### src/rtl/ncpu_msr_defs.svh
// Width, PSR bit layout and CPUID field macros for the machine-state register unit and its testbench
`ifndef NCPU_MSR_DEFS_SVH
`define NCPU_MSR_DEFS_SVH

// Data and address width
`define NCPU_DW 32
`define NCPU_PSR_DW 10

// PSR bit positions, all other bits read as zero
`define NCPU_PSR_RM_BIT 4
`define NCPU_PSR_IRE_BIT 5
`define NCPU_PSR_IMME_BIT 6
`define NCPU_PSR_DMME_BIT 7

// Defined PSR bits only
`define NCPU_PSR_MASK ((`NCPU_PSR_DW'(1) << `NCPU_PSR_RM_BIT) | \
                       (`NCPU_PSR_DW'(1) << `NCPU_PSR_IRE_BIT) | \
                       (`NCPU_PSR_DW'(1) << `NCPU_PSR_IMME_BIT) | \
                       (`NCPU_PSR_DW'(1) << `NCPU_PSR_DMME_BIT))

// CPUID version and feature flags
`define NCPU_CPUID_VER 8'd1
`define NCPU_CPUID_REV 10'd0
`define NCPU_CPUID_FIMM 1'b1
`define NCPU_CPUID_FDMM 1'b1
`define NCPU_CPUID_FICA 1'b0
`define NCPU_CPUID_FDCA 1'b0
`define NCPU_CPUID_FDBG 1'b0
`define NCPU_CPUID_FFPU 1'b0
`define NCPU_CPUID_FIRQC 1'b1
`define NCPU_CPUID_FTSC 1'b1

// Packed CPUID word, VER in the low byte
`define NCPU_CPUID_VAL {{(`NCPU_DW-26){1'b0}}, `NCPU_CPUID_FTSC, `NCPU_CPUID_FIRQC, \
                        `NCPU_CPUID_FFPU, `NCPU_CPUID_FDBG, `NCPU_CPUID_FDCA, \
                        `NCPU_CPUID_FICA, `NCPU_CPUID_FDMM, `NCPU_CPUID_FIMM, \
                        `NCPU_CPUID_REV, `NCPU_CPUID_VER}

`endif
### src/rtl/ncpu_msr_pkg.sv
// Shared PSR layout and register numbers, referenced by scoped name from the RTL and testbench
`default_nettype none

package ncpu_msr_pkg;

   // PSR layout, MSB first, reserved bits always zero
   typedef struct packed {
      logic [1:0] rsv_hi;
      logic       dmme;
      logic       imme;
      logic       ire;
      logic       rm;
      logic [3:0] rsv_lo;
   } psr_t;

   // Software register numbers
   typedef enum logic [3:0] {
      MSR_PSR    = 4'd0,
      MSR_CPUID  = 4'd1,
      MSR_EPSR   = 4'd2,
      MSR_EPC    = 4'd3,
      MSR_ELSA   = 4'd4,
      MSR_COREID = 4'd5
   } msr_addr_t;

endpackage

`default_nettype wire

### src/rtl/ncpu_msr.sv
// Machine-state register unit top, joining the PSR, exception registers and access path
`timescale 1ns/1ps
`default_nettype none
`include "ncpu_msr_defs.svh"

module ncpu_msr #(
   parameter logic [`NCPU_DW-1:0] CORE_ID = '0
) (
   input  wire logic                    clk,
   input  wire logic                    rst_n,
   input  wire logic                    exc_ent,
   input  wire logic [`NCPU_DW-1:0]     exc_pc,
   input  wire logic [`NCPU_DW-1:0]     exc_lsa,
   input  wire logic                    exc_ret,
   input  wire logic                    wr_en,
   input  wire ncpu_msr_pkg::msr_addr_t wr_addr,
   input  wire logic [`NCPU_DW-1:0]     wr_data,
   input  wire ncpu_msr_pkg::msr_addr_t rd_addr,
   output logic [`NCPU_DW-1:0]          rd_data,
   output ncpu_msr_pkg::psr_t           psr,
   output logic [`NCPU_DW-1:0]          epc
);

   logic                psr_we;
   logic                epsr_we;
   logic                epc_we;
   logic                elsa_we;
   ncpu_msr_pkg::psr_t  psr_wdata;
   ncpu_msr_pkg::psr_t  psr_nold;
   ncpu_msr_pkg::psr_t  epsr;
   logic [`NCPU_DW-1:0] elsa;

   ncpu_psr psr_inst (
      .clk       (clk),
      .rst_n     (rst_n),
      .exc_ent   (exc_ent),
      .exc_ret   (exc_ret),
      .psr_we    (psr_we),
      .psr_wdata (psr_wdata),
      .epsr      (epsr),
      .psr       (psr),
      .psr_nold  (psr_nold)
   );

   ncpu_exc_regs exc_regs_inst (
      .clk      (clk),
      .rst_n    (rst_n),
      .exc_ent  (exc_ent),
      .epsr_we  (epsr_we),
      .epc_we   (epc_we),
      .elsa_we  (elsa_we),
      .psr_nold (psr_nold),
      .exc_pc   (exc_pc),
      .exc_lsa  (exc_lsa),
      .wr_data  (wr_data),
      .epsr     (epsr),
      .epc      (epc),
      .elsa     (elsa)
   );

   ncpu_msr_access #(
      .CORE_ID (CORE_ID)
   ) access_inst (
      .wr_en     (wr_en),
      .wr_addr   (wr_addr),
      .rd_addr   (rd_addr),
      .wr_data   (wr_data),
      .psr       (psr),
      .epsr      (epsr),
      .epc       (epc),
      .elsa      (elsa),
      .psr_we    (psr_we),
      .epsr_we   (epsr_we),
      .epc_we    (epc_we),
      .elsa_we   (elsa_we),
      .psr_wdata (psr_wdata),
      .rd_data   (rd_data)
   );

endmodule

`default_nettype wire

### src/rtl/ncpu_msr_access.sv
// Software access path: write decode by register number and combinational read multiplexer
`timescale 1ns/1ps
`default_nettype none
`include "ncpu_msr_defs.svh"

module ncpu_msr_access #(
   parameter logic [`NCPU_DW-1:0] CORE_ID = '0
) (
   input  wire logic                    wr_en,
   input  wire ncpu_msr_pkg::msr_addr_t wr_addr,
   input  wire ncpu_msr_pkg::msr_addr_t rd_addr,
   input  wire logic [`NCPU_DW-1:0]     wr_data,
   input  wire ncpu_msr_pkg::psr_t      psr,
   input  wire ncpu_msr_pkg::psr_t      epsr,
   input  wire logic [`NCPU_DW-1:0]     epc,
   input  wire logic [`NCPU_DW-1:0]     elsa,
   output logic                         psr_we,
   output logic                         epsr_we,
   output logic                         epc_we,
   output logic                         elsa_we,
   output ncpu_msr_pkg::psr_t           psr_wdata,
   output logic [`NCPU_DW-1:0]          rd_data
);

   // Only the four defined bits reach the PSR
   assign psr_wdata = ncpu_msr_pkg::psr_t'(wr_data[`NCPU_PSR_DW-1:0] & `NCPU_PSR_MASK);

   // CPUID, COREID and unknown numbers are read only
   always_comb begin
      psr_we  = 1'b0;
      epsr_we = 1'b0;
      epc_we  = 1'b0;
      elsa_we = 1'b0;
      if (wr_en) begin
         case (wr_addr)
            ncpu_msr_pkg::MSR_PSR:  psr_we  = 1'b1;
            ncpu_msr_pkg::MSR_EPSR: epsr_we = 1'b1;
            ncpu_msr_pkg::MSR_EPC:  epc_we  = 1'b1;
            ncpu_msr_pkg::MSR_ELSA: elsa_we = 1'b1;
            default: ;
         endcase
      end
   end

   always_comb begin
      case (rd_addr)
         ncpu_msr_pkg::MSR_PSR:    rd_data = {{(`NCPU_DW-`NCPU_PSR_DW){1'b0}}, psr};
         ncpu_msr_pkg::MSR_CPUID:  rd_data = `NCPU_CPUID_VAL;
         ncpu_msr_pkg::MSR_EPSR:   rd_data = {{(`NCPU_DW-`NCPU_PSR_DW){1'b0}}, epsr};
         ncpu_msr_pkg::MSR_EPC:    rd_data = epc;
         ncpu_msr_pkg::MSR_ELSA:   rd_data = elsa;
         ncpu_msr_pkg::MSR_COREID: rd_data = CORE_ID;
         default:                  rd_data = '0;
      endcase
   end

   // One register per write
   always_comb begin
      a_we_onehot: assert ($onehot0({psr_we, epsr_we, epc_we, elsa_we}))
         else $error("More than one MSR write enable");
   end

endmodule

`default_nettype wire

### src/rtl/ncpu_exc_regs.sv
// EPSR, EPC and ELSA registers, loaded by exception entry or by software writes
`timescale 1ns/1ps
`default_nettype none
`include "ncpu_msr_defs.svh"

module ncpu_exc_regs (
   input  wire logic                clk,
   input  wire logic                rst_n,
   input  wire logic                exc_ent,
   input  wire logic                epsr_we,
   input  wire logic                epc_we,
   input  wire logic                elsa_we,
   input  wire ncpu_msr_pkg::psr_t  psr_nold,
   input  wire logic [`NCPU_DW-1:0] exc_pc,
   input  wire logic [`NCPU_DW-1:0] exc_lsa,
   input  wire logic [`NCPU_DW-1:0] wr_data,
   output ncpu_msr_pkg::psr_t       epsr,
   output logic [`NCPU_DW-1:0]      epc,
   output logic [`NCPU_DW-1:0]      elsa
);

   logic [`NCPU_PSR_DW-1:0] epsr_nxt;

   // Saved PSR keeps only the defined bits
   assign epsr_nxt = exc_ent ? (psr_nold & `NCPU_PSR_MASK)
                             : (wr_data[`NCPU_PSR_DW-1:0] & `NCPU_PSR_MASK);

   always_ff @(posedge clk or negedge rst_n) begin
      if (!rst_n) begin
         epsr <= '0;
      end else if (exc_ent || epsr_we) begin
         epsr <= ncpu_msr_pkg::psr_t'(epsr_nxt);
      end
   end

   always_ff @(posedge clk or negedge rst_n) begin
      if (!rst_n) begin
         epc <= '0;
      end else if (exc_ent) begin
         epc <= exc_pc;
      end else if (epc_we) begin
         epc <= wr_data;
      end
   end

   // Faulting load/store address
   always_ff @(posedge clk or negedge rst_n) begin
      if (!rst_n) begin
         elsa <= '0;
      end else if (exc_ent) begin
         elsa <= exc_lsa;
      end else if (elsa_we) begin
         elsa <= wr_data;
      end
   end

   // A same-cycle EPC write must lose to the entry
   a_ent_wins_epc: assert property (
      @(posedge clk) disable iff (!rst_n)
      exc_ent |=> (epc == $past(exc_pc))
   ) else $error("EPC does not hold exc_pc after entry");

endmodule

`default_nettype wire

### src/rtl/ncpu_psr.sv
// PSR bit registers with exception entry forcing, return restore and same-cycle bypass
`timescale 1ns/1ps
`default_nettype none

module ncpu_psr (
   input  wire logic               clk,
   input  wire logic               rst_n,
   input  wire logic               exc_ent,
   input  wire logic               exc_ret,
   input  wire logic               psr_we,
   input  wire ncpu_msr_pkg::psr_t psr_wdata,
   input  wire ncpu_msr_pkg::psr_t epsr,
   output ncpu_msr_pkg::psr_t      psr,
   output ncpu_msr_pkg::psr_t      psr_nold
);

   // Bit order {dmme, imme, ire, rm}
   logic [3:0] bits_r;
   logic [3:0] bits_nxt;
   logic [3:0] bits_wr;
   logic [3:0] bits_ep;
   logic [3:0] bits_cur;
   logic [3:0] bits_nold;
   logic       bits_ld;

   function automatic ncpu_msr_pkg::psr_t pack_psr(input logic [3:0] b);
      ncpu_msr_pkg::psr_t p;
      p      = '0;
      p.dmme = b[3];
      p.imme = b[2];
      p.ire  = b[1];
      p.rm   = b[0];
      return p;
   endfunction

   assign bits_wr = {psr_wdata.dmme, psr_wdata.imme, psr_wdata.ire, psr_wdata.rm};
   assign bits_ep = {epsr.dmme, epsr.imme, epsr.ire, epsr.rm};
   assign bits_ld = exc_ent | exc_ret | psr_we;

   // Entry beats return, return beats software write
   always_comb begin
      if (exc_ent) begin
         bits_nxt = 4'b0001;
      end else if (exc_ret) begin
         bits_nxt = bits_ep;
      end else begin
         bits_nxt = bits_wr;
      end
   end

   always_ff @(posedge clk or negedge rst_n) begin
      if (!rst_n) begin
         bits_r <= 4'b0001;
      end else if (bits_ld) begin
         bits_r <= bits_nxt;
      end
   end

   // Current view shows the pending update in its own cycle
   assign bits_cur = bits_ld ? bits_nxt : bits_r;

   // Software write only, what entry saves to EPSR
   assign bits_nold = psr_we ? bits_wr : bits_r;

   assign psr      = pack_psr(bits_cur);
   assign psr_nold = pack_psr(bits_nold);

   a_ent_ret_excl: assert property (
      @(posedge clk) disable iff (!rst_n)
      !(exc_ent && exc_ret)
   ) else $error("exc_ent and exc_ret high together");

   a_ent_forces: assert property (
      @(posedge clk) disable iff (!rst_n)
      exc_ent |=> (bits_r[0] && !bits_r[1])
   ) else $error("PSR not privileged with interrupts off after entry");

endmodule

`default_nettype wire

### config.mk
export PLATFORM = sky130hd
export DESIGN_NAME = ncpu_msr
export DESIGN_NICKNAME = d
export VERILOG_FILES = /design/src/rtl/ncpu_msr_pkg.sv /design/src/rtl/ncpu_msr.sv /design/src/rtl/ncpu_msr_access.sv /design/src/rtl/ncpu_exc_regs.sv /design/src/rtl/ncpu_psr.sv
export VERILOG_INCLUDE_DIRS = /design/src /design/src/rtl
export SDC_FILE = /design/constraint.sdc
export NUM_CORES = 1
export LEC_CHECK = 0
export BUFFER_PORTS_ARGS = -buffer_cell sky130_fd_sc_hd__buf_2
export CORE_UTILIZATION = 45
export CTS_BUF_LIST = sky130_fd_sc_hd__clkbuf_8
export DETAILED_ROUTE_END_ITERATION = 6
export GPL_TIMING_DRIVEN = 0
export MAX_ROUTING_LAYER = met4
export PLACE_DENSITY = 0.78
export SYNTH_ARGS = -nofsm -noshare
export SYNTH_HDL_FRONTEND = slang
export SYNTH_HIERARCHICAL = 1
export SYNTH_SLANG_ARGS = --single-unit
### constraint.sdc
create_clock -name clk -period 9.35 [get_ports clk]
set_clock_uncertainty 0.15 [all_clocks]
set_input_delay 1.87 -clock clk [delete_from_list [all_inputs] [get_ports clk]]
set_output_delay 1.87 -clock clk [all_outputs]
set_load 0.03 [all_outputs]
==> metrics.md <==
| Metric | Value |
|---|---|
| Status | finished, final reports clean |
| Critical Path Fanout Max | 4 |
| Reg area | roughly 1800 um2 |
| Hold Crit Start | exc_regs_inst/elsa[2] |
| First-pass GRT wire length | 20290 um |
| Mapped Area | 4268 um2 |
| Antenna viol nets, final | 0 |
| Syn_area_per_cell | 10.31 um2 |
| Die ar. | ~9900 um2 |
| Via Count | a little under 4000 |
| Aggregate global routing overflow | 0 |
| GPL Wtd Cong | 0.8892 |
| Worst-Margin Slew | roughly 0.87 ns |
| GR Util met1 | 33.77% |
| Max transition margin | 42.12% |
| GRT met2 Usage | around 47% |
| R2r setup slk | 8.19 ns |
| DP Wirelength | 9625 um |
| Final #Nets | approximately 700 |
| Hold Slack | roughly 0.4 ns |
| Routed WL | 13170 um |
| Final core occ | 60.54% |
| Wirelength per Cell | 18.14 um |
| Yosys warning total | 6 |
| Max cap viols | 0 |
| Initial drt markers | between 150 and 200 |
| TritonCTS clock tree | built |
| Final setup fails | 0 |
| Hold violation count in the final report | 0 |
| Number of inserted diodes | 0 |
| Drt pass-1 iters | 4 |
| Crit path DAT | 4.35 ns |
| Cts bufs inserted | 9 |
| Initial Util | 46.41% |
| RSZ-0062 raised after global routing | false |
| Fin crit period | 6.372 ns |
| Post-DP Area | 5338 um2 |
| Largest net degree at the start of global routing | 38 |
| Vias in the first global route | 3961 |
| Total negative slack | 0 ns |
| Busiest metal layer after global routing | met2 |
| Setup Crit Path Kind | primary input to output pin |
| Crit path launch | wr_addr[3] |
| Worst skew pair latency | 0.34 ns |
| Remaining DRCs | 0 |
| Postcts setup bufs | 0 |
| Worst Hold Endpoint | exc_regs_inst/elsa[2] |
| Crit share post-route | 68.15% |
| CP endpoint kind | output pin |
| Clock slew at reported path FFs | 0.08 ns |
| Area of the multi-input gates | 2059 um2 |
| IO Port Bufs | 174 |
| R2r worst-path depth | 2 |
| Number of placed cells counting well taps | 710 |
| Worst EP required | 7.33 ns |
| Nature of the critical path startpoint | primary input |
| Total GRT Usage | between 20% and 30% |
| Worst hold path depth | 2 |
| Layout cell share with drive strength beyond 1 | 43.90% |
| Post-route insts no fill | 726 |
| Pleak | around 2.7 nW |
| Vias per std cell | 5.424 |
| Clock root buffer | clkbuf_8 |
| GRT met3 Usage | between 4 and 5% |
| Fillers | 830 |
| CTS Hold Bufs | 0 |
| Vert. Die Dim | 99.39 um |
| Worst R2R Start | psr_inst/bits_r[1] |
| Num rows | 35 |
| Power per cell area | 151.1 nW/um2 |
| CTS resizes | 0 |
| Design area | 5568 um2 |
| Reg-to-Reg End | psr_inst/bits_r[1] |
| Slew Viols, Final | 0 |
| Cells after Synth | 414 |
| Area grow syn2layout | 30.46% |
| CTS max path bufs | 2 |
| Core area | 9196 um2 |
| Maximum VDD drop | 0.00006581 V |
| H-tree levels | 3 |
| FMAX | approximately 160 MHz |
| TritonCTS sink count | 72 |
| Worst Hold Class | register to register |
| Count of boundary I/O pins | 183 |
| Die width | 99.39 um |
| Initial antenna violation count | 0 |
placed cells by master, fill, tap and decap left out, drive strengths merged, types with 2 or more instances in the layout:
| master | count |
|---|---|
| clkbuf | 14 |
| mux2 | 4 |
| o32ai | 5 |
| clkinv | 3 |
| nor2 | 10 |
| conb | 12 |
| a22o | 18 |
| inv | 5 |
| dfrtp | 71 |
| a21oi | 4 |
| nand2 | 69 |
| o21ai | 68 |
| bufinv | 2 |
| o211a | 3 |
| buf | 220 |
| nor2b | 2 |
| nor3b | 4 |
| mux2i | 78 |
| nand2b | 3 |
| a221o | 9 |
per-stage QoR:
step / setup WS (ns) / total power (W)
6_report: 2.978 / 0.0008411
5_1_grt: 2.853 / 0.0008756
4_1_cts: 3.024 / 0.0008448
3_5_place_dp: 3.014 / 0.0005610
3_3_place_gp: 3.074 / 0.0005529
2_1_floorplan: 3.424 / 0.0004834
registers in the layout, summed over array words and instances, names as in the netlist:
| name | count |
|---|---|
| exc_regs_inst/epc | 32 |
| exc_regs_inst/epsr | 4 |
| exc_regs_inst/elsa | 32 |
| psr_inst/bits_r | 4 |
per-layer routing:
| layer | wire length (um) | share of wire (%) |
|---|---|---|
| met4 | 315 | 2.4 |
| met5 | 0 | 0 |
| met3 | 872 | 6.6 |
| met2 | 6484 | 49 |
| met1 | 5495 | 42 |
worst max path at each step:
stage | endpoint | slack (ns) | depth (start not counted)
after global placement | rd_data[7] | 3.07 | 9
after global routing | rd_data[7] | 2.85 | 9
final | rd_data[7] | 2.98 | 9
after detailed placement | rd_data[4] | 3.01 | 9
after CTS | rd_data[6] | 3.02 | 9
after floorplan | rd_data[5] | 3.42 | 7
worst max-delay path: stages:
cell	delay [ns]
buf_2	0.10
nor3b_1	0.27
nor3b_1	0.75
mux2_2	0.43
o211a_1	0.24
mux2i_1	0.13
nor2_1	0.06
a221o_2	0.32
buf_2	0.18
final cells by class:
cell class / count / share of cell area [%]
Clock buffer: 11 / 2.719
Buffer: 48 / 7.618
Sequential cell: 72 / 32.38
Timing Repair Buffer: 175 / 16.04
Clock inverter: 5 / 1.416
Inverter: 5 / 0.3371
Tap cell: 111 / 2.494
Multi-Input combinational cell: 299 / 36.99
power by group:
group	total, W	switching, W	leakage [nW]	internal, W
logic	0.000196	0.000120	1.73	0.0000758
clock network	0.000285	0.000121	0.119	0.000165
registers	0.000360	0.0000195	0.880	0.000340
(Power assumes the default switching activity.)
